File: config.mk
export PLATFORM = sky130hd
export DESIGN_NAME = frame_buffer_arbiter
export DESIGN_NICKNAME = d
export VERILOG_FILES = /design/src/graphics_pkg.sv /design/src/frame_buffer_arbiter.sv
export SDC_FILE = /design/constraint.sdc
export NUM_CORES = 1
export LEC_CHECK = 0
export BUFFER_PORTS_ARGS = -buffer_cell sky130_fd_sc_hd__buf_2
export CORE_AREA = 2 2 39 41
export DETAILED_ROUTE_END_ITERATION = 8
export DIE_AREA = 0 0 41 43
export PLACE_DENSITY = 0.51
export SETUP_SLACK_MARGIN = 0.02
export SLEW_MARGIN = 20
export SYNTH_ARGS = -nofsm -noshare
export SYNTH_HDL_FRONTEND = slang
export SYNTH_SLANG_ARGS = --single-unit
File: constraint.sdc
create_clock -name vclk -period 1.2
set_input_delay 0.18 -clock vclk [all_inputs]
set_output_delay 0.18 -clock vclk [all_outputs]
set_load 0.02 [all_outputs]
File: src/graphics_pkg.sv
// shared raster geometry, opcodes and bus structs, imported by every graphics module
package graphics_pkg;

    // **************************************************************************
    // raster geometry, all horizontal values in clock cycles
    // **************************************************************************
    localparam int H_ACTIVE = 32;
    localparam int H_FRONT  = 4;
    localparam int H_SYNC   = 4;
    localparam int H_BACK   = 8;
    localparam int H_TOTAL  = H_ACTIVE + H_FRONT + H_SYNC + H_BACK;   // 48

    localparam int V_ACTIVE = 16;
    localparam int V_FRONT  = 1;
    localparam int V_SYNC   = 2;
    localparam int V_BACK   = 1;
    localparam int V_TOTAL  = V_ACTIVE + V_FRONT + V_SYNC + V_BACK;   // 20 lines

    localparam int PIXEL_COUNT   = H_ACTIVE * V_ACTIVE;   // pixels per bank
    localparam int PALETTE_SIZE  = 16;
    localparam int PIXEL_LATENCY = 3;                      // memory, palette, output reg

    // **************************************************************************
    // command stream
    // **************************************************************************
    typedef enum logic [7:0] {
        OP_ASSIGN_COLOR = 8'h10,
        OP_CLEAR        = 8'h11,
        OP_DRAW_PIXEL   = 8'h12,
        OP_SHOW_BUFFER  = 8'h17
    } opcode_t;

    typedef enum logic [1:0] {
        IDLE,
        ASSIGN,
        DRAW,
        CLEAR_SWEEP
    } decoder_state_t;

    typedef struct packed {
        opcode_t    op_code;
        logic       op_code_valid;
        logic [7:0] operand;
        logic       operand_valid;
        logic [3:0] operand_count;   // first operand is 1
    } command_t;

    typedef struct packed {
        logic [3:0] y;
        logic [2:0] cb;
        logic [2:0] cr;
    } ycbcr_t;

    typedef struct packed {
        logic       enable;
        logic [3:0] index;
        ycbcr_t     color;
    } palette_write_t;

    typedef struct packed {
        logic       valid;
        logic [8:0] addr;
        logic [3:0] index;
    } pixel_write_t;

    typedef struct packed {
        logic       valid;
        logic [8:0] addr;
    } pixel_read_t;

    typedef struct packed {
        logic       enable;
        logic       write;
        logic [8:0] addr;
        logic [3:0] index;
    } memory_access_t;

endpackage

File: src/frame_buffer_arbiter.sv
// shares the single frame buffer port between display reads and decoder pixel writes
`timescale 1ns/1ps

module frame_buffer_arbiter import graphics_pkg::*; (
    input  pixel_read_t    pixel_read,
    input  pixel_write_t   pixel_write,
    output logic           write_grant,
    output memory_access_t memory_access
);

    // the display can never wait, so a write only goes out in a free cycle
    assign write_grant = pixel_write.valid && !pixel_read.valid;

    always_comb begin
        memory_access.enable = pixel_read.valid || pixel_write.valid;
        memory_access.write  = write_grant;
        memory_access.addr   = pixel_read.valid ? pixel_read.addr : pixel_write.addr;
        memory_access.index  = pixel_write.index;   // ignored on reads
    end

endmodule

==> impl_metrics.env <==
export IMPL_status="finished, final reports clean"
export IMPL_drtAntennaViolNets=0
export IMPL_synth_top_cells_by_count="8 x mux2_4, 5 x buf_4"
export IMPL_vias=222
export IMPL_vdd_drop_max_v=0.000121
export IMPL_fillers=159
export IMPL_drv_cap=0
export IMPL_drc=0
export IMPL_num_antenna_cells=0
export IMPL_syn_area_um2=195
export IMPL_dp_slack_ns=0.0577
export IMPL_ctsHoldBuffers=0
export IMPL_seq_cells=0
export IMPL_post_cts_buffers=0
export IMPL_fmax_mhz=886
export IMPL_hold_end="memory_access[1]"
export IMPL_min_from="pixel_write[1]"
export IMPL_grt_max_degree=12
export IMPL_nNetsFinal=69
export IMPL_rows=14
export IMPL_worst_slack_ns=0.0710
export IMPL_syn_to_final_growth_pct=67.3
export IMPL_p_leak_nw=0.203
export IMPL_synth_most_common_cell="mux2_4"
export IMPL_synth_fp_nets=41
export IMPL_crit_fanout=11
export IMPL_gp_congestion=0.612
export IMPL_yosys_warnings=0
export IMPL_routedWlPerCell_um=13.5
export IMPL_core_area_um2=1380
export IMPL_finalCritPeriodShare=0.941
export IMPL_grt_pass1_wl_mm=1.08
export IMPL_grtUsageTotal=0.0899
export IMPL_rsz0062_at_grt="false"
export IMPL_regArea_um2=0
export IMPL_setup_viol=0
export IMPL_drive_gt1_frac=0.977
export IMPL_die_h_um=43
export IMPL_overflow=0
export IMPL_hp_class="in -> out"
export IMPL_drtPass1Iterations=1
export IMPL_start_kind="input port"
export IMPL_synth_top_area_frac=0.615
export IMPL_slew_headroom=0.820
export IMPL_critical_path_required_ns=1.02
export IMPL_finalHoldViolCount=0
export IMPL_drt_initial_drc_count=0
export IMPL_worstMarginPinSlew_ns=0.271
export IMPL_ioPinCount=40
export IMPL_grt_pass1_vias=232
export IMPL_place_hpwl_um=791
export IMPL_critPathArrivalTime_ns=0.95
export IMPL_initial_core_util=0.141
export IMPL_hold_depth=0
export IMPL_synthTopCellsByArea="mux2_4 62%, buf_4 19%, buf_6 5.8%, mux2_2 5.8%, and2b_2 4.5%"
export IMPL_antenna_found_initial=0
export IMPL_wirelength_um=795
export IMPL_yosysTopAreaCell="mux2_4"
export IMPL_viasPerCell=3.76
export IMPL_crit_start="pixel_read[9]"
export IMPL_fin_tns_setup_ns=0
export IMPL_slew_violations=0
export IMPL_clkbuf_count=0
export IMPL_postSynthAreaPerCell_um2=11.5
export IMPL_die_area_um2=1760
export IMPL_synth_seq_area_share=0
export IMPL_synth_cells=17
export IMPL_end_kind="primary output"
export IMPL_crit_type="in -> out"
export IMPL_cts_resized=0
export IMPL_pwr_density_cell_nw_per_um2=465
export IMPL_yosys_cell_types_count=6
export IMPL_port_buffers=32
export IMPL_die_width_um=41
export IMPL_layout_min_cycle_time_ns=1.13
## power by group
group	total [mW]	internal (mW)	switching, mW
Sequential	0	0	0
Clock	0	0	0
Combinational	0.152	0.0778	0.0740
## worst max-delay path, stage by stage
cell	delay [ns]
buf_2	0.25
mux2_2	0.36
buf_2	0.15
## placed cells by master (no fill, tap or decap)
master and count:
buf_2 32, mux2_4 8, and2b_2 1, mux2_2 1
or2_1 1
## cells by family (layout without fill, tap and decap cells)
logic type / count (synthesis) / count (layout) / synth area share
buf+inv: 6 / 32 / 0.250
mux: 9 / 9 / 0.673
simple gates: 2 / 2 / 0.0770
## cell type report
type	count	area, um2	area share
Tap cell	16	20.0	0.0613
Multi-Input combinational cell	11	146	0.448
Timing Repair Buffer	32	160	0.490
## through the flow
| step | area, um2 | util | cells | hold slack [ns] | total power [mW] |
|---|---|---|---|---|---|
| detailed placement | 327 | 0.236 | 59 | 0.360 | 0.156 |
| finish | 327 | 0.236 | 59 | 0.360 | 0.152 |
| global placement | 327 | 0.236 | 59 | 0.360 | 0.155 |
| CTS | 327 | 0.236 | 59 | 0.360 | 0.156 |
| floorplan | 195 | - | 17 | 0.473 | 0.114 |
| global route | 327 | 0.236 | 59 | 0.360 | 0.164 |
## how the worst max path moves through the flow
stage / end / slack, ns
2_1_floorplan: memory_access[13] / 0.27
4_1_cts: memory_access[10] / 0.06
3_5_place_dp: memory_access[10] / 0.06
5_1_grt: memory_access[10] / 0.03
3_3_place_gp: memory_access[10] / 0.07
6_report: memory_access[10] / 0.07
## per-layer routing
| metal | wire length, um | GRT usage | up-vias |
|---|---|---|---|
| met2 | 222 | 0.116 | 32 |
| li1 | - | - | 107 |
| met1 | 285 | 0.117 | 79 |
| met5 | 0 | 0 | - |
| met4 | 20 | 0.0200 | 0 |
| met3 | 267 | 0.0681 | 4 |
No activity file was read; power rests on OpenSTA's default activity.
