==> config.mk <==
export PLATFORM = sky130hd
export DESIGN_NAME = command_decoder
export DESIGN_NICKNAME = d
export VERILOG_FILES = /design/src/graphics_pkg.sv /design/src/command_decoder.sv
export SDC_FILE = /design/constraint.sdc
export NUM_CORES = 1
export LEC_CHECK = 0
export BUFFER_PORTS_ARGS = -buffer_cell sky130_fd_sc_hd__buf_2
export CAP_MARGIN = 10
export CORE_AREA = 2 2 95 97
export DETAILED_ROUTE_END_ITERATION = 8
export DIE_AREA = 0 0 97 99
export SETUP_SLACK_MARGIN = 0.4
export SYNTH_ARGS = -nofsm -noshare
export SYNTH_HDL_FRONTEND = slang
export SYNTH_SLANG_ARGS = --single-unit
==> constraint.sdc <==
create_clock -name clock_in -period 4.79 [get_ports clock_in]
set_clock_uncertainty 0.1 [all_clocks]
set_input_delay 0.7185 -clock clock_in [delete_from_list [all_inputs] [get_ports clock_in]]
set_output_delay 0.7185 -clock clock_in [all_outputs]
set_load 0.03 [all_outputs]
==> src/graphics_pkg.sv <==
// shared raster geometry, opcodes and bus structs, imported by every graphics module
package graphics_pkg;

    // **************************************************************************
    // raster geometry, all horizontal values in clock cycles
    // **************************************************************************
    localparam int H_ACTIVE = 32;
    localparam int H_FRONT  = 4;
    localparam int H_SYNC   = 4;
    localparam int H_BACK   = 8;
    localparam int H_TOTAL  = H_ACTIVE + H_FRONT + H_SYNC + H_BACK;   // 48

    localparam int V_ACTIVE = 16;
    localparam int V_FRONT  = 1;
    localparam int V_SYNC   = 2;
    localparam int V_BACK   = 1;
    localparam int V_TOTAL  = V_ACTIVE + V_FRONT + V_SYNC + V_BACK;   // 20 lines

    localparam int PIXEL_COUNT   = H_ACTIVE * V_ACTIVE;   // pixels per bank
    localparam int PALETTE_SIZE  = 16;
    localparam int PIXEL_LATENCY = 3;                      // memory, palette, output reg

    // **************************************************************************
    // command stream
    // **************************************************************************
    typedef enum logic [7:0] {
        OP_ASSIGN_COLOR = 8'h10,
        OP_CLEAR        = 8'h11,
        OP_DRAW_PIXEL   = 8'h12,
        OP_SHOW_BUFFER  = 8'h17
    } opcode_t;

    typedef enum logic [1:0] {
        IDLE,
        ASSIGN,
        DRAW,
        CLEAR_SWEEP
    } decoder_state_t;

    typedef struct packed {
        opcode_t    op_code;
        logic       op_code_valid;
        logic [7:0] operand;
        logic       operand_valid;
        logic [3:0] operand_count;   // first operand is 1
    } command_t;

    typedef struct packed {
        logic [3:0] y;
        logic [2:0] cb;
        logic [2:0] cr;
    } ycbcr_t;

    typedef struct packed {
        logic       enable;
        logic [3:0] index;
        ycbcr_t     color;
    } palette_write_t;

    typedef struct packed {
        logic       valid;
        logic [8:0] addr;
        logic [3:0] index;
    } pixel_write_t;

    typedef struct packed {
        logic       valid;
        logic [8:0] addr;
    } pixel_read_t;

    typedef struct packed {
        logic       enable;
        logic       write;
        logic [8:0] addr;
        logic [3:0] index;
    } memory_access_t;

endpackage

==> src/command_decoder.sv <==
// decodes the host command stream into palette writes, pixel writes and show requests
`timescale 1ns/1ps

module command_decoder import graphics_pkg::*; (
    input  logic           clock_in,
    input  logic           arst_n,
    input  command_t       command,
    output palette_write_t palette_write,
    output pixel_write_t   pixel_write,
    input  logic           write_grant,
    output logic           show_request,
    output logic           command_busy
);

    decoder_state_t state;
    logic           pal_enable;
    logic [3:0]     pal_index;
    ycbcr_t         pal_color;
    logic           wr_valid;
    logic [8:0]     wr_addr;
    logic [3:0]     wr_index;
    logic [7:0]     x_reg;
    logic [7:0]     y_reg;
    logic           show_pulse;
    logic           start;
    logic           in_range;

    assign start    = command.op_code_valid && !command.operand_valid && !wr_valid;
    assign in_range = (x_reg < 8'(H_ACTIVE)) && (y_reg < 8'(V_ACTIVE));

    always_ff @(posedge clock_in or negedge arst_n) begin
        if (!arst_n) begin
            state      <= IDLE;
            pal_enable <= 1'b0;
            pal_index  <= '0;
            pal_color  <= '0;
            wr_valid   <= 1'b0;
            wr_addr    <= '0;
            wr_index   <= '0;
            x_reg      <= '0;
            y_reg      <= '0;
            show_pulse <= 1'b0;
        end else begin
            pal_enable <= 1'b0;   // single-cycle pulses
            show_pulse <= 1'b0;

            case (state)
                ASSIGN: begin
                    if (command.operand_valid) begin
                        case (command.operand_count)
                            4'd1: pal_index <= command.operand[3:0];
                            4'd2: pal_color.y <= command.operand[7:4];
                            4'd3: pal_color.cb <= command.operand[7:5];
                            4'd4: begin
                                pal_color.cr <= command.operand[7:5];
                                pal_enable   <= 1'b1;
                                state        <= IDLE;
                            end
                            default: ;
                        endcase
                    end
                end
                DRAW: begin
                    if (wr_valid) begin
                        if (write_grant) begin   // hold the request until granted
                            wr_valid <= 1'b0;
                            state    <= IDLE;
                        end
                    end else if (command.operand_valid) begin
                        case (command.operand_count)
                            4'd1: x_reg <= command.operand;
                            4'd2: y_reg <= command.operand;
                            4'd3: begin
                                wr_addr  <= 9'(y_reg * H_ACTIVE + x_reg);
                                wr_index <= command.operand[3:0];
                                wr_valid <= in_range;   // off-screen draws are dropped
                                if (!in_range) state <= IDLE;
                            end
                            default: ;
                        endcase
                    end
                end
                CLEAR_SWEEP: begin
                    if (wr_valid) begin
                        if (write_grant) begin
                            if (wr_addr == 9'(PIXEL_COUNT - 1)) begin
                                wr_valid <= 1'b0;
                                state    <= IDLE;
                            end else begin
                                wr_addr <= wr_addr + 9'd1;   // next pixel of the sweep
                            end
                        end
                    end else if (command.operand_valid && command.operand_count == 4'd1) begin
                        wr_index <= command.operand[3:0];
                        wr_addr  <= '0;
                        wr_valid <= 1'b1;
                    end
                end
                default: ;
            endcase

            // a new opcode replaces any half-assembled command
            if (start) begin
                case (command.op_code)
                    OP_ASSIGN_COLOR: state <= ASSIGN;
                    OP_DRAW_PIXEL:   state <= DRAW;
                    OP_CLEAR:        state <= CLEAR_SWEEP;
                    OP_SHOW_BUFFER: begin
                        state      <= IDLE;
                        show_pulse <= 1'b1;
                    end
                    default: state <= IDLE;
                endcase
            end
        end
    end

    assign palette_write = '{enable: pal_enable, index: pal_index, color: pal_color};
    assign pixel_write   = '{valid: wr_valid, addr: wr_addr, index: wr_index};
    assign show_request  = show_pulse;
    assign command_busy  = wr_valid;

endmodule

==> flow_summary.ini <==
[cells_and_area]
diodes = 0
final_common_cell = buf_2
multiInputGateArea_um2 = 1215
most-common-layout-cells = 55 x buf_2, 48 x dfrtp_1, 29 x mux2_2
design_area_um2 = 2979
syn_to_final_growth_pct = 18.28
seq_area_um2 = 1201
largest_reg_flops = 10
n_fill_cell = 867
final_net_count = 312
drive_gt1_frac = 0.3620

[global_route]
grt_usage = 0.1219
antenna_found_initial = 0
grt_max_degree = 49
grt_overflow = 0
grt_pass1_wl_mm = 9.577
grt_pass1_vias = 1919

[power]
powerDensity_nw_per_um2 = 329.8
p_leak_uw = 0.001471
ir_drop_mv = 0.1484

[timing]
timing_max_transition_violations_final = 0
setup_ws_ns = 2.043
maxSlewHeadroom = 0.2955
worst_slew_pin_slew_ns = 1.057
fin_hold_ws_ns = 0.4058
post-route-period-util = 0.5734
hold_viol_final = 0
fmax_mhz = 364.1
rsz0062_at_grt = no
finalSetupViolations = 0
fin_crit_ns = 2.747
fin_tns_setup_ns = 0

[worst_setup_path]
slowest_delay_ns = 0.64
rr_startpoint = state[0]
endpoint = wr_addr[0]
startpoint = state[0]
ff2ff_setup_slack_ns = 2.04
worst_r2r_path_depth = 5
crit_chain = ha_1 > nand2_1 > nor4b_4 > or2_1 > mux2_4
cp-end-kind = register
crit_path_max_fanout = 23
rr_endpoint = wr_addr[0]
critPathLaunchType = register
crit_arrival_ns = 2.83
critical_path_class = reg -> reg
critical-path-slowest-cell = ha_1
crit_required_ns = 4.88

[placed_design]
dpl_worst_slack_ns = 2.122
dpl.hpwl_mm = 4.344
placed_cell_area_um2 = 2890
gp_congestion = 0.8808
io_buffers = 55

[floorplan]
dieArea_um2 = 9603
fp.dieW_um = 97
io_pins = 56
initial_core_util = 0.2946
die_h_um = 99
num_rows = 34
core_um2 = 8551

[yosys]
netlist_area_um2 = 2519
synth_ff_type = dfrtp_1
syn_inst = 223
async_reset_ff_frac = 1.000
yosysSeqAreaShare = 0.4769
synth_seq_cells = 48
synth_warnings = 0
syn_area_per_cell_um2 = 11.29
synth_edf_count = 0
syn_nets = 257
synthDistinctLibCells = 49

[clock_tree]
cts.sink_count = 48
cts.clk_slew.worst_paths_ns = 0.09
cts_resized = 0
cts_buffers = 5
clockBufferDepth = 2
cts.htree.levels = 2
cts_tree = yes
clkLatencyLatePin_ns = 0.30
hold_buffers = 0
root_buffer = clkbuf_8
cts_setup_buffers = 0

[hold_path]
hp-class = reg -> reg

[drt]
avgRoutedWirePerCell_um = 14.77
vias = 1942
drt-pass1-iter-count = 4
route.detailed.drc = 0
drt_wl_total_mm = 5.716
drt_iter0_drc = 69
final_antenna_net_count = 0
vias_per_cell = 5.018

[outcome]
outcome = finished, final reports clean

[run]
maxCapViolCount = 0
[cell type report]
class                   instances  area share
inverters                      15     0.01890
well taps                     108     0.04536
clock inverters                 2    0.005460
clock buffers                   6     0.02436
flip-flops and latches         48      0.4032
repair buffers                 56     0.09492
multi-input cells             152      0.4078
[metal layers]
| metal | part of all wire | GRT usage | up-vias |
|---|---|---|---|
| met5 | 0 | 0 | - |
| met4 | 0.0070 | 0.03575 | 0 |
| met3 | 0.047 | 0.03050 | 2 |
| met2 | 0.48 | 0.1993 | 52 |
| met1 | 0.47 | 0.1609 | 955 |
| li1 | - | - | 933 |
[cells by family (layout without fill, tap and decap cells)]
logic type / count (synthesis) / in the layout / share of synthesized area
AND/OR/NAND/NOR: 66 / 66 / 0.1654
multiplexers: 31 / 31 / 0.1396
flip-flops: 48 / 48 / 0.4769
adder cells (fa/ha/maj): 9 / 9 / 0.04769
XOR/XNOR: 3 / 3 / 0.01043
buffers and inverters: 23 / 79 / 0.04073
AO/OA/AOI/OAI: 43 / 43 / 0.1192
[critical path, delay by kind of cell (launching register included)]
kind          cells  cell delay [ns]
flops             1             0.42
mux               1             0.32
fa+ha+maj         1             0.64
simple gates      3             1.15
[per-stage QoR]
stage               power (µW)  utilization  std cells
floorplan                661.2            -        223
global placement         747.9       0.3380        379
detailed placement       753.0       0.3380        379
CTS                      995.0       0.3484        387
global route              1049       0.3484        387
finish                   982.5       0.3484        387
[how the worst min path moves through the flow]
stage	start	to	slack [ns]	cells after the start
detailed placement	wr_index[2]	wr_index[2]	0.39	1
finish	y_reg[4]	y_reg[4]	0.41	1
CTS	y_reg[4]	y_reg[4]	0.41	1
global route	palette_write[0]	palette_write[0]	0.42	1
global placement	y_reg[7]	y_reg[7]	0.38	1
floorplan	arst_n	command_busy	0.32	0
[Yosys cell counts, types with 4 or more instances]
master	n	area, µm²
a22o_1	4	35.03
clkbuf_1	4	15.01
dfrtp_1	48	1201
ha_1	8	100.1
inv_1	15	56.30
mux2_2	29	326.6
nand2_1	11	41.29
nand3_1	9	45.04
nor2_1	5	18.77
nor2b_1	6	37.54
nor3b_1	5	37.54
nor4_1	4	25.02
o21ai_0	15	75.07
o22ai_1	6	37.54
[power breakdown]
part           switching, µW  total (µW)  internal, µW
clock network            136         240           104
registers               47.1         504           457
logic                    148         238          89.5
total                    332         983           651
(Power assumes the default switching activity.)
