`src/graphics_pkg.sv`:
```
// shared raster geometry, opcodes and bus structs, imported by every graphics module
package graphics_pkg;

    // **************************************************************************
    // raster geometry, all horizontal values in clock cycles
    // **************************************************************************
    localparam int H_ACTIVE = 32;
    localparam int H_FRONT  = 4;
    localparam int H_SYNC   = 4;
    localparam int H_BACK   = 8;
    localparam int H_TOTAL  = H_ACTIVE + H_FRONT + H_SYNC + H_BACK;   // 48

    localparam int V_ACTIVE = 16;
    localparam int V_FRONT  = 1;
    localparam int V_SYNC   = 2;
    localparam int V_BACK   = 1;
    localparam int V_TOTAL  = V_ACTIVE + V_FRONT + V_SYNC + V_BACK;   // 20 lines

    localparam int PIXEL_COUNT   = H_ACTIVE * V_ACTIVE;   // pixels per bank
    localparam int PALETTE_SIZE  = 16;
    localparam int PIXEL_LATENCY = 3;                      // memory, palette, output reg

    // **************************************************************************
    // command stream
    // **************************************************************************
    typedef enum logic [7:0] {
        OP_ASSIGN_COLOR = 8'h10,
        OP_CLEAR        = 8'h11,
        OP_DRAW_PIXEL   = 8'h12,
        OP_SHOW_BUFFER  = 8'h17
    } opcode_t;

    typedef enum logic [1:0] {
        IDLE,
        ASSIGN,
        DRAW,
        CLEAR_SWEEP
    } decoder_state_t;

    typedef struct packed {
        opcode_t    op_code;
        logic       op_code_valid;
        logic [7:0] operand;
        logic       operand_valid;
        logic [3:0] operand_count;   // first operand is 1
    } command_t;

    typedef struct packed {
        logic [3:0] y;
        logic [2:0] cb;
        logic [2:0] cr;
    } ycbcr_t;

    typedef struct packed {
        logic       enable;
        logic [3:0] index;
        ycbcr_t     color;
    } palette_write_t;

    typedef struct packed {
        logic       valid;
        logic [8:0] addr;
        logic [3:0] index;
    } pixel_write_t;

    typedef struct packed {
        logic       valid;
        logic [8:0] addr;
    } pixel_read_t;

    typedef struct packed {
        logic       enable;
        logic       write;
        logic [8:0] addr;
        logic [3:0] index;
    } memory_access_t;

endpackage

```
`src/display_driver.sv`:
```
// raster timing generator that fetches pixels and drives the sync and YCbCr panel outputs
`timescale 1ns/1ps

module display_driver import graphics_pkg::*; (
    input  logic        clock_in,
    input  logic        arst_n,
    output pixel_read_t pixel_read,
    output logic        frame_end,
    input  ycbcr_t      color,
    output logic        display_clock_out,
    output logic        display_hsync,
    output logic        display_vsync,
    output logic [3:0]  display_y,
    output logic [2:0]  display_cb,
    output logic [2:0]  display_cr
);

    logic [5:0] h_count;
    logic [4:0] v_count;
    logic       active;
    logic       hsync_n;
    logic       vsync_n;
    logic       line_end;

    logic [PIXEL_LATENCY-1:0] active_pipe;
    logic [PIXEL_LATENCY-1:0] hsync_pipe;
    logic [PIXEL_LATENCY-1:0] vsync_pipe;

    // **************************************************************************
    // raster counters
    // **************************************************************************
    assign line_end  = (h_count == 6'(H_TOTAL - 1));
    assign frame_end = line_end && (v_count == 5'(V_TOTAL - 1));

    always_ff @(posedge clock_in or negedge arst_n) begin
        if (!arst_n) begin
            h_count <= '0;
            v_count <= '0;
        end else if (line_end) begin
            h_count <= '0;
            v_count <= frame_end ? '0 : v_count + 5'd1;
        end else begin
            h_count <= h_count + 6'd1;
        end
    end

    assign active  = (h_count < 6'(H_ACTIVE)) && (v_count < 5'(V_ACTIVE));
    assign hsync_n = !((h_count >= 6'(H_ACTIVE + H_FRONT)) &&
                       (h_count <  6'(H_ACTIVE + H_FRONT + H_SYNC)));
    assign vsync_n = !((v_count >= 5'(V_ACTIVE + V_FRONT)) &&
                       (v_count <  5'(V_ACTIVE + V_FRONT + V_SYNC)));

    // linear address y*32+x for every active pixel
    assign pixel_read = '{valid: active, addr: {v_count[3:0], h_count[4:0]}};

    // **************************************************************************
    // delay line matching memory, palette and output register latency
    // **************************************************************************
    always_ff @(posedge clock_in or negedge arst_n) begin
        if (!arst_n) begin
            active_pipe <= '0;
            hsync_pipe  <= '1;   // syncs idle high
            vsync_pipe  <= '1;
            display_y   <= '0;
            display_cb  <= '0;
            display_cr  <= '0;
        end else begin
            active_pipe <= {active_pipe[PIXEL_LATENCY-2:0], active};
            hsync_pipe  <= {hsync_pipe[PIXEL_LATENCY-2:0], hsync_n};
            vsync_pipe  <= {vsync_pipe[PIXEL_LATENCY-2:0], vsync_n};
            display_y   <= active_pipe[PIXEL_LATENCY-2] ? color.y  : '0;   // blank outside data
            display_cb  <= active_pipe[PIXEL_LATENCY-2] ? color.cb : '0;
            display_cr  <= active_pipe[PIXEL_LATENCY-2] ? color.cr : '0;
        end
    end

    assign display_clock_out = active_pipe[PIXEL_LATENCY-1];
    assign display_hsync     = hsync_pipe[PIXEL_LATENCY-1];
    assign display_vsync     = vsync_pipe[PIXEL_LATENCY-1];

endmodule

```
`config.mk`:
```
export PLATFORM = sky130hd
export DESIGN_NAME = display_driver
export DESIGN_NICKNAME = d
export VERILOG_FILES = /design/src/graphics_pkg.sv /design/src/display_driver.sv
export SDC_FILE = /design/constraint.sdc
export NUM_CORES = 1
export LEC_CHECK = 0
export BUFFER_PORTS_ARGS = -buffer_cell sky130_fd_sc_hd__buf_2
export CAP_MARGIN = 20
export CORE_ASPECT_RATIO = 1.1
export CORE_MARGIN = 3
export CORE_UTILIZATION = 53
export DETAILED_ROUTE_END_ITERATION = 7
export GPL_TIMING_DRIVEN = 0
export PLACE_DENSITY = 0.92
export SYNTH_ARGS = -nofsm -noshare
export SYNTH_HDL_FRONTEND = slang
export SYNTH_SLANG_ARGS = --single-unit
export TNS_END_PERCENT = 1
```
`constraint.sdc`:
```
create_clock -name clock_in -period 3.55 [get_ports clock_in]
set_input_delay 0.1775 -clock clock_in [delete_from_list [all_inputs] [get_ports clock_in]]
set_output_delay 0.1775 -clock clock_in [all_outputs]
set_load 0.02 [all_outputs]
```
==> results.json, run 1 <==
{
  "endpoint_kind": "output pin",
  "synth_area_sq_mm": 0.00120,
  "start_kind": "register",
  "dr.pass1.iters": 4,
  "place_area_sq_mm": 0.00141,
  "io_buffer_count": 35,
  "avgSynthCellArea_sq_um": 12.5,
  "ant_nets": 0,
  "cts_sinks": 30,
  "grt_antenna_before_repair": 0,
  "final_nets": 155,
  "hp-class": "input port to register",
  "drcViolationCount": 0,
  "fin_skew_ps": 6.53,
  "yosys_warnings": 0,
  "drv_cap": 0,
  "crit_family": "simple AND/OR/NAND/NOR gates",
  "syn2layout_area_growth_pct": 24.9,
  "r2r_end": "v_count[0]$_DFFE_PN0N_",
  "final.min_clock_period_ps": 1980,
  "max_freq_mhz": 504,
  "vdd_drop_max_mv": 0.333,
  "chipHeight_microns": 55.9,
  "cellPowerDensity_mw_per_mm2": 409,
  "grt_max_degree": 31,
  "grt_pass1_wl_mm": 3.48,
  "status": "finished clean",
  "postSynthCellCount": 96,
  "place_congestion": 0.732,
  "grt-ovfl-total": 0,
  "drt-initial-drc-count": 6,
  "die_w_microns": 51.3,
  "path_cells": "ha_1, nand3_2, nor2_2, and3_1, buf_2",
  "root_buffer": "clkbuf_4",
  "num_antenna_cells": 0,
  "worst_pin_slew_ps": 625,
  "synth.distinct_cells": 28,
  "fin_crit_sh_pct": 55.9,
  "setup_tns_ps": 0,
  "ios": 36,
  "htreeDepth": 2,
  "synth_fp_nets": 112,
  "yosysTopAreaCell": "dfrtp_1",
  "vias": 807,
  "cts_resized": 0,
  "clockBufferDepth": 2,
  "drive_gt1_share_pct": 44.3,
  "grt.total_usage_pct": 16.5,
  "reg2reg_from": "h_count[0]$_DFF_PN0_",
  "drt_wl_total_mm": 1.99,
  "cp.required_ps": 3370,
  "design_area_sq_mm": 0.00150,
  "rsz0062_at_grt": "false",
  "viasPerCell": 4.80,
  "arrival_ps": 1810,
  "start_util_pct": 57.4,
  "die-area_sq_mm": 0.00287,
  "fin_ws_ps": 1570,
  "synth_seq_cells": 30,
  "reg2reg_depth": 4,
  "yosysSeqAreaShare_pct": 63.3,
  "post-place-ws_ps": 1920,
  "post_cts_buffers": 0,
  "cpMaxStageDelayCell": "dfrtp_1",
  "hpwl_mm": 1.48,
  "power.leakage_nw": 0.797,
  "layout.cells.most_common": "buf_2",
  "setup_viol": 0,
  "finalHoldViolations": 0,
  "grt_pass1_vias": 834,
  "fp.coreArea_sq_mm": 0.00208,
  "row_count": 17,
  "slowest_delay_ps": 420,
  "clkTransAtPathRegs_ps": 90,
  "drv_slew": 0,
  "worstSkewPairLatency_ps": 320,
  "avgRoutedWirePerCell_microns": 11.8,
  "final_cell_mix": "buf_2 (35), dfrtp_1 (24), and2_1 (10), buf_4 (10), dfstp_2 (6)",
  "cts_tree": "done",
  "worstSetupPathType": "register to output pin",
  "crit_start": "h_count[0]$_DFF_PN0_",
  "synth_top_cell_area_share_pct": 50.2,
  "worstSetupEndpoint": "frame_end",
  "crit_fanout": 7,
  "n_fill_cell": 166,
  "reg2reg_slack_ps": 1950,
  "p_total_mw": 0.612,
  "cts_buffers": 5,
  "synth.top_cells.by_area": "dfrtp_1 (50%), dfstp_2 (13%), buf_4 (6.3%)",
  "maxSlewHeadroom_pct": 58.3,
  "cp.depth": 5,
  "worst-path-buf-inv": 1
}
[power breakdown]
group / leakage (nW) / internal, mW / switching (mW)
logic: 0.367 / 0.00487 / 0.00749
clock network: 0.0450 / 0.146 / 0.112
registers: 0.385 / 0.342 / 0
[routing by layer]
metal  vias to the layer above  GRT usage, %  routed length (microns)
met3                         4          7.51                      212
met1                       377          17.5                      749
met5                         -             0                        0
met4                         0          6.74                       17
li1                        392             -                        -
met2                        34          27.8                     1010
[cells in the mapped netlist]
| cell type | n |
|---|---|
| xor2_1 | 2 |
| or3_1 | 1 |
| nor2_1 | 4 |
| dfrtp_1 | 24 |
| dfstp_2 | 6 |
| or4_1 | 1 |
| or3b_1 | 1 |
| nand2_1 | 3 |
| buf_4 | 10 |
| nand3_1 | 3 |
| mux2i_1 | 1 |
| and2_1 | 10 |
| nor2b_1 | 2 |
| ha_1 | 4 |
| inv_1 | 4 |
| mux2_2 | 1 |
| xnor2_1 | 1 |
| nor2_2 | 1 |
| nand3b_1 | 1 |
| nor3_1 | 3 |
| a21oi_1 | 4 |
| mux2_1 | 1 |
| a21o_1 | 1 |
| nand3_2 | 1 |
| o21ai_0 | 3 |
| and3_1 | 1 |
| nor3b_1 | 1 |
| nand2b_1 | 1 |
[logic make-up (layout without fill, tap and decap cells)]
kind of cell               after synthesis  in the layout  synth area share (%)
and+or+nand+nor                         34             34                  16.5
DFF                                     30             30                  63.3
buffers and inverters                   14             58                  7.52
AOI/OAI and AO/OA                        8              8                  3.55
adders and majority gates                4              4                  4.18
xor gates and xnor gates                 3              3                  2.19
muxes                                    3              3                  2.72
[metrics by stage]
step                hold slack [ps]  utilization, %  instances
finish                         63.0            71.7        168
global route                   41.8            71.7        168
CTS                            45.3            71.7        168
detailed placement              225            67.5        159
global placement                222            67.5        159
floorplan                      -118               -         96
[layout make-up]
type                    instances  area, sq um  area share [%]
well taps                      28         35.0            2.34
repair buffers                 36          185            12.4
clock buffers                   5         37.5            2.51
inverters                       4         15.0            1.00
clock inverters                 3         40.0            2.68
plain buffers                  10         75.1            5.02
flip-flops and latches         30          758            50.7
multi-input cells              52          349            23.3
[worst min-delay path by stage]
stage	start	to	slack, ps	cells past startpoint
after floorplan	arst_n	active_pipe[0]$_DFF_PN0_	-120	0
after global placement	arst_n	display_y[3]$_DFF_PN0_	220	1
after detailed placement	arst_n	display_y[3]$_DFF_PN0_	220	1
after CTS	color[9]	display_y[3]$_DFF_PN0_	50	2
after global routing	color[9]	display_y[3]$_DFF_PN0_	40	2
final	color[6]	display_y[0]$_DFF_PN0_	60	2
[repair_timing]
| action | CTS | global route |
|---|---|---|
| hold endpoints to repair | 24 | 0 |
| hold buffers | 1 | 0 |
| endpoints found under the setup margin | 0 | 0 |
[state kept, by name, indices dropped and copies added (netlist names)]
name,flops
h_count,6
v_count,5
display_y,4
active_pipe,3
display_cb,3
display_cr,3
hsync_pipe,3
vsync_pipe,3
No activity file was read; power rests on OpenSTA's default activity.
==> inputs of run 2 (changes only) <==
- CORE_UTILIZATION: 53 -> 44
- PLACE_DENSITY: 0.92 -> 0.83
- clock period: 3.55 -> 1.8 ns (I/O delays scaled with it)
==> results.json, run 2 (synthesis gave the netlist of run 1 again) <==
{
  "start_kind": "register",
  "grt_antenna_before_repair": 0,
  "ant_nets": 0,
  "final_cell_mix": "buf_2 (35), dfrtp_1 (24), buf_4 (14)",
  "reg2reg_from": "h_count[1]$_DFF_PN0_",
  "seq_area_sq_um": 758,
  "syn2layout_area_growth_pct": 35.3,
  "crit_start": "h_count[1]$_DFF_PN0_",
  "drive_gt1_share_pct": 42.9,
  "worstSetupPathType": "register to output pin",
  "grt-ovfl-total": 0,
  "die_w_microns": 55.7,
  "final.min_clock_period_ps": 1660,
  "ios": 36,
  "fin_ws_ps": 142,
  "worst_pin_slew_ps": 641,
  "design_area_sq_mm": 0.00162,
  "crit_fanout": 7,
  "drcViolationCount": 0,
  "num_antenna_cells": 0,
  "drt_wl_total_mm": 2.21,
  "cts_buffers": 5,
  "power.leakage_nw": 0.848,
  "endpoint_kind": "output pin",
  "worstSkewPairLatency_ps": 330,
  "grt.total_usage_pct": 14.7,
  "place_congestion": 0.717,
  "cts_tree": "done",
  "whs_ps": 313,
  "hp-class": "input port to asynchronous set/reset pin",
  "grt_pass1_vias": 828,
  "maxSlewHeadroom_pct": 57.3,
  "start_util_pct": 47.1,
  "htreeDepth": 2,
  "cts_sinks": 30,
  "layout.cells.most_common": "buf_2",
  "row_count": 19,
  "drt-initial-drc-count": 23,
  "cellPowerDensity_mw_per_mm2": 699,
  "p_total_mw": 1.13,
  "post-place-ws_ps": 227,
  "viasPerCell": 4.55,
  "die-area_sq_mm": 0.00338,
  "arrival_ps": 1570,
  "root_buffer": "clkbuf_4",
  "drv_slew": 0,
  "io_buffer_count": 35,
  "final_nets": 169,
  "cp.required_ps": 1710,
  "fin_skew_ps": 16.6,
  "rsz0062_at_grt": "false",
  "grt_pass1_wl_mm": 3.66,
  "avgRoutedWirePerCell_microns": 11.9,
  "post-route-util_pct": 63.7,
  "largest_reg_flops": 6,
  "vias": 842,
  "n_fill_cell": 206,
  "hpwl_mm": 1.46,
  "grt_max_degree": 31,
  "clkTransAtPathRegs_ps": 100,
  "drv_cap": 0,
  "finalHoldViolations": 0,
  "chipHeight_microns": 60.7,
  "fin_crit_sh_pct": 92.1,
  "clockBufferDepth": 2,
  "fp.coreArea_sq_mm": 0.00254,
  "multi_input_area_sq_um": 354,
  "place_area_sq_mm": 0.00141,
  "largest_register": "h_count",
  "fin_cells": 185,
  "setup_tns_ps": 0,
  "vdd_drop_max_mv": 0.669,
  "setup_viol": 0,
  "dp.cells": 162,
  "dr.pass1.iters": 2,
  "max_freq_mhz": 603,
  "status": "finished clean",
  "top_regs": "h_count x6, v_count x5, display_y x4"
}
run 2: cell count changes in the layout (fill, tap and decap cells not counted), sizes merged:
cell,before,now
buf,45,49
bufinv,1,0
clkinv,2,1
clkinvlp,0,1
dlygate4sd3,1,11
clkbuf,5,6
run 2: layout make-up:
cell class,count,share of cell area [%]
flip-flops and latches,30,46.8
multi-input cells,52,21.9
repair buffers,50,19.5
plain buffers,10,4.63
clock buffers,6,3.17
well taps,31,2.39
inverters,4,0.927
clock inverters,2,0.772
run 2: final timing paths:
| kind | cells after the start | slack, ps | to |
|---|---|---|---|
| setup / recovery | 5 | 140 | frame_end |
| min in group clock_in | 0 | 360 | active_pipe[1]$_DFF_PN0_ |
| setup reg to reg | 5 | 280 | v_count[0]$_DFFE_PN0N_ |
| max in group asynchronous | 2 | 1060 | v_count[1]$_DFFE_PN0N_ |
| hold / removal | 2 | 310 | h_count[5]$_DFF_PN0_ |
| hold reg to reg | 0 | 360 | active_pipe[1]$_DFF_PN0_ |
run 2: what timing repair did:
| action | CTS | global route |
|---|---|---|
| endpoints found under the hold margin | 34 | 0 |
| pin swaps | 1 | 0 |
| gates resized for setup | 1 | 0 |
| hold buffers | 11 | 0 |
| endpoints found under the setup margin | 1 | 1 |
| buffers inserted | 1 | 3 |
| cloned | 0 | 0 |
run 2: worst max-delay path, cell delays in order (launching register included):
cell     delay (ps)
dfrtp_1         390
ha_1            200
nand3_2         180
nor2_4          140
and3_1          160
buf_2           160
run 2: where the power goes:
part / internal (mW) / switching (mW) / total (mW)
clock network: 0.188 / 0.230 / 0.417
registers: 0.674 / 0 / 0.674
logic: 0.0237 / 0.0176 / 0.0413
total: 0.885 / 0.248 / 1.13
run 2: routing by layer:
metal | track usage (%) | vias to the layer above | routed length (microns) | share of wire (%)
li1 | - | 417 | - | -
met1 | 16.2 | 387 | 890 | 40
met2 | 25.2 | 36 | 1100 | 50
met3 | 7.45 | 2 | 202 | 9.1
met4 | 5.21 | 0 | 18 | 0.81
met5 | 0 | - | 0 | 0
==> inputs of run 3 (changes only) <==
- ABC_CLOCK_PERIOD_IN_PS: default -> 1800
- CORE_ASPECT_RATIO: 1.1 -> 1.4
- CORE_MARGIN: 3 -> 2
==> results.json, run 3 (synthesis gave the netlist of run 1 again) <==
{
  "status": "finished clean",
  "fp.coreArea_sq_mm": 0.00262,
  "dr.pass1.iters": 2,
  "grt.total_usage_pct": 16.3,
  "setup_tns_ps": 0,
  "die_w_microns": 48.1,
  "fin_skew_ps": 4.98,
  "endpoint_kind": "output pin",
  "clkTransAtPathRegs_ps": 90,
  "max_freq_mhz": 601,
  "worstSetupPathType": "register to output pin",
  "row_count": 22,
  "drt_wl_total_mm": 2.21,
  "whs_ps": 318,
  "use_met2_pct": 29.7,
  "htreeDepth": 2,
  "start_util_pct": 45.8,
  "met3_usage_pct": 7.14,
  "r2r_end": "v_count[0]$_DFFE_PN0N_",
  "largest_register": "h_count",
  "largest_reg_flops": 6,
  "reg2reg_slack_ps": 260,
  "grt_pass1_wl_mm": 3.42,
  "syn2layout_area_growth_pct": 35.8,
  "drive_gt1_share_pct": 42.5,
  "power.leakage_nw": 0.842,
  "grt_antenna_before_repair": 0,
  "setup_viol": 0,
  "grt_use_met1_pct": 11.2,
  "io_buffer_count": 35,
  "root_buffer": "clkbuf_4",
  "drcViolationCount": 0,
  "crit_start": "h_count[1]$_DFF_PN0_",
  "grt_pass1_vias": 879,
  "worstSkewPairLatency_ps": 330,
  "drv_slew": 0,
  "hpwl_mm": 1.40,
  "crit_fanout": 7,
  "cts_buffers": 5,
  "cp.required_ps": 1710,
  "drt-initial-drc-count": 5,
  "arrival_ps": 1570,
  "maxSlewHeadroom_pct": 58.0,
  "worstSetupEndpoint": "frame_end",
  "cts_sinks": 30,
  "cts_tree": "done",
  "fin_crit_sh_pct": 92.5,
  "vias": 875,
  "seq_area_sq_um": 758,
  "finalHoldViolations": 0,
  "grt_max_degree": 31,
  "place_congestion": 0.736,
  "vdd_drop_max_mv": 0.394,
  "hp-class": "input port to asynchronous set/reset pin",
  "grt_most_used_layer": "met2",
  "dp.cells": 167,
  "avgRoutedWirePerCell_microns": 11.7,
  "fin_cells": 189,
  "viasPerCell": 4.63,
  "multi_input_area_sq_um": 362,
  "reg2reg_depth": 5,
  "final_cell_mix": "buf_2 (35), dfrtp_1 (24), buf_4 (13)",
  "grt-ovfl-total": 0,
  "chipHeight_microns": 65.7,
  "start_kind": "register",
  "ios": 36,
  "clockBufferDepth": 2,
  "n_fill_cell": 206,
  "final_nets": 168,
  "final.min_clock_period_ps": 1660,
  "reg2reg_from": "h_count[1]$_DFF_PN0_",
  "layout.cells.most_common": "buf_2",
  "fin_ws_ps": 136,
  "num_antenna_cells": 0,
  "ant_nets": 0,
  "cellPowerDensity_mw_per_mm2": 695,
  "rsz0062_at_grt": "false",
  "worst_pin_slew_ps": 629,
  "post-place-ws_ps": 205,
  "die-area_sq_mm": 0.00316,
  "drv_cap": 0,
  "top_regs": "h_count x6, v_count x5, display_y x4"
}
==> run 3: cell count changes in the layout (fill, tap and decap cells not counted) <==
| cell | delta |
|---|---|
| nand3_4 | +1 |
| buf_4 | -1 |
| nand3_2 | -1 |
==> run 3: worst min-delay path by stage <==
stage                               end  startpoint  cells past startpoint  slack [ps]
3_5_place_dp     display_y[3]$_DFF_PN0_      arst_n                      1         150
2_1_floorplan  active_pipe[0]$_DFF_PN0_      arst_n                      0        -210
5_1_grt          display_y[2]$_DFF_PN0_      arst_n                      2         360
4_1_cts            h_count[3]$_DFF_PN0_      arst_n                      2         320
3_3_place_gp     v_count[3]$_DFFE_PN0N_      arst_n                      1         140
6_report           h_count[3]$_DFF_PN0_      arst_n                      2         320
==> run 3: cell type report <==
class	instances	share of cell area (%)
plain buffers	10	4.62
repair buffers	49	18.9
inverters	4	0.923
clock inverters	2	0.769
well taps	36	2.77
clock buffers	6	3.15
flip-flops and latches	30	46.6
multi-input cells	52	22.2
==> run 3: worst max-delay path, cell delays in order (launching register included) <==
cell and delay [ps]:
dfrtp_1 400, ha_1 250, nand3_4 140, nor2_4 140, and3_1 160, buf_2 160
==> run 3: timing repair <==
item | CTS | global route
gates resized for setup | 1 | 1
setup buffers | 1 | 2
endpoints found under the setup margin | 1 | 1
hold buffers | 11 | 0
pin swaps | 1 | 0
endpoints found under the hold margin | 34 | 0
==> run 3: routing by layer <==
metal,routed length [microns],share of wire (%)
met1,716,32
met5,0,0
met2,1210,55
met3,166,7.5
met4,116,5.2
==> run 3: where the power goes <==
part           switching (mW)  internal, mW  total (mW)
clock                   0.227         0.187       0.415
sequential                  0         0.674       0.674
combinational          0.0175        0.0237      0.0413
==> run 3: per-stage QoR <==
| stage | utilization [%] | total power [mW] | instance area, sq um |
|---|---|---|---|
| detailed placement | 54.2 | 0.710 | 1420 |
| global placement | 54.2 | 0.710 | 1420 |
| global route | 62.2 | 1.20 | 1630 |
| floorplan | - | 0.687 | 1200 |
| finish | 62.2 | 1.13 | 1630 |
| CTS | 61.3 | 1.15 | 1600 |
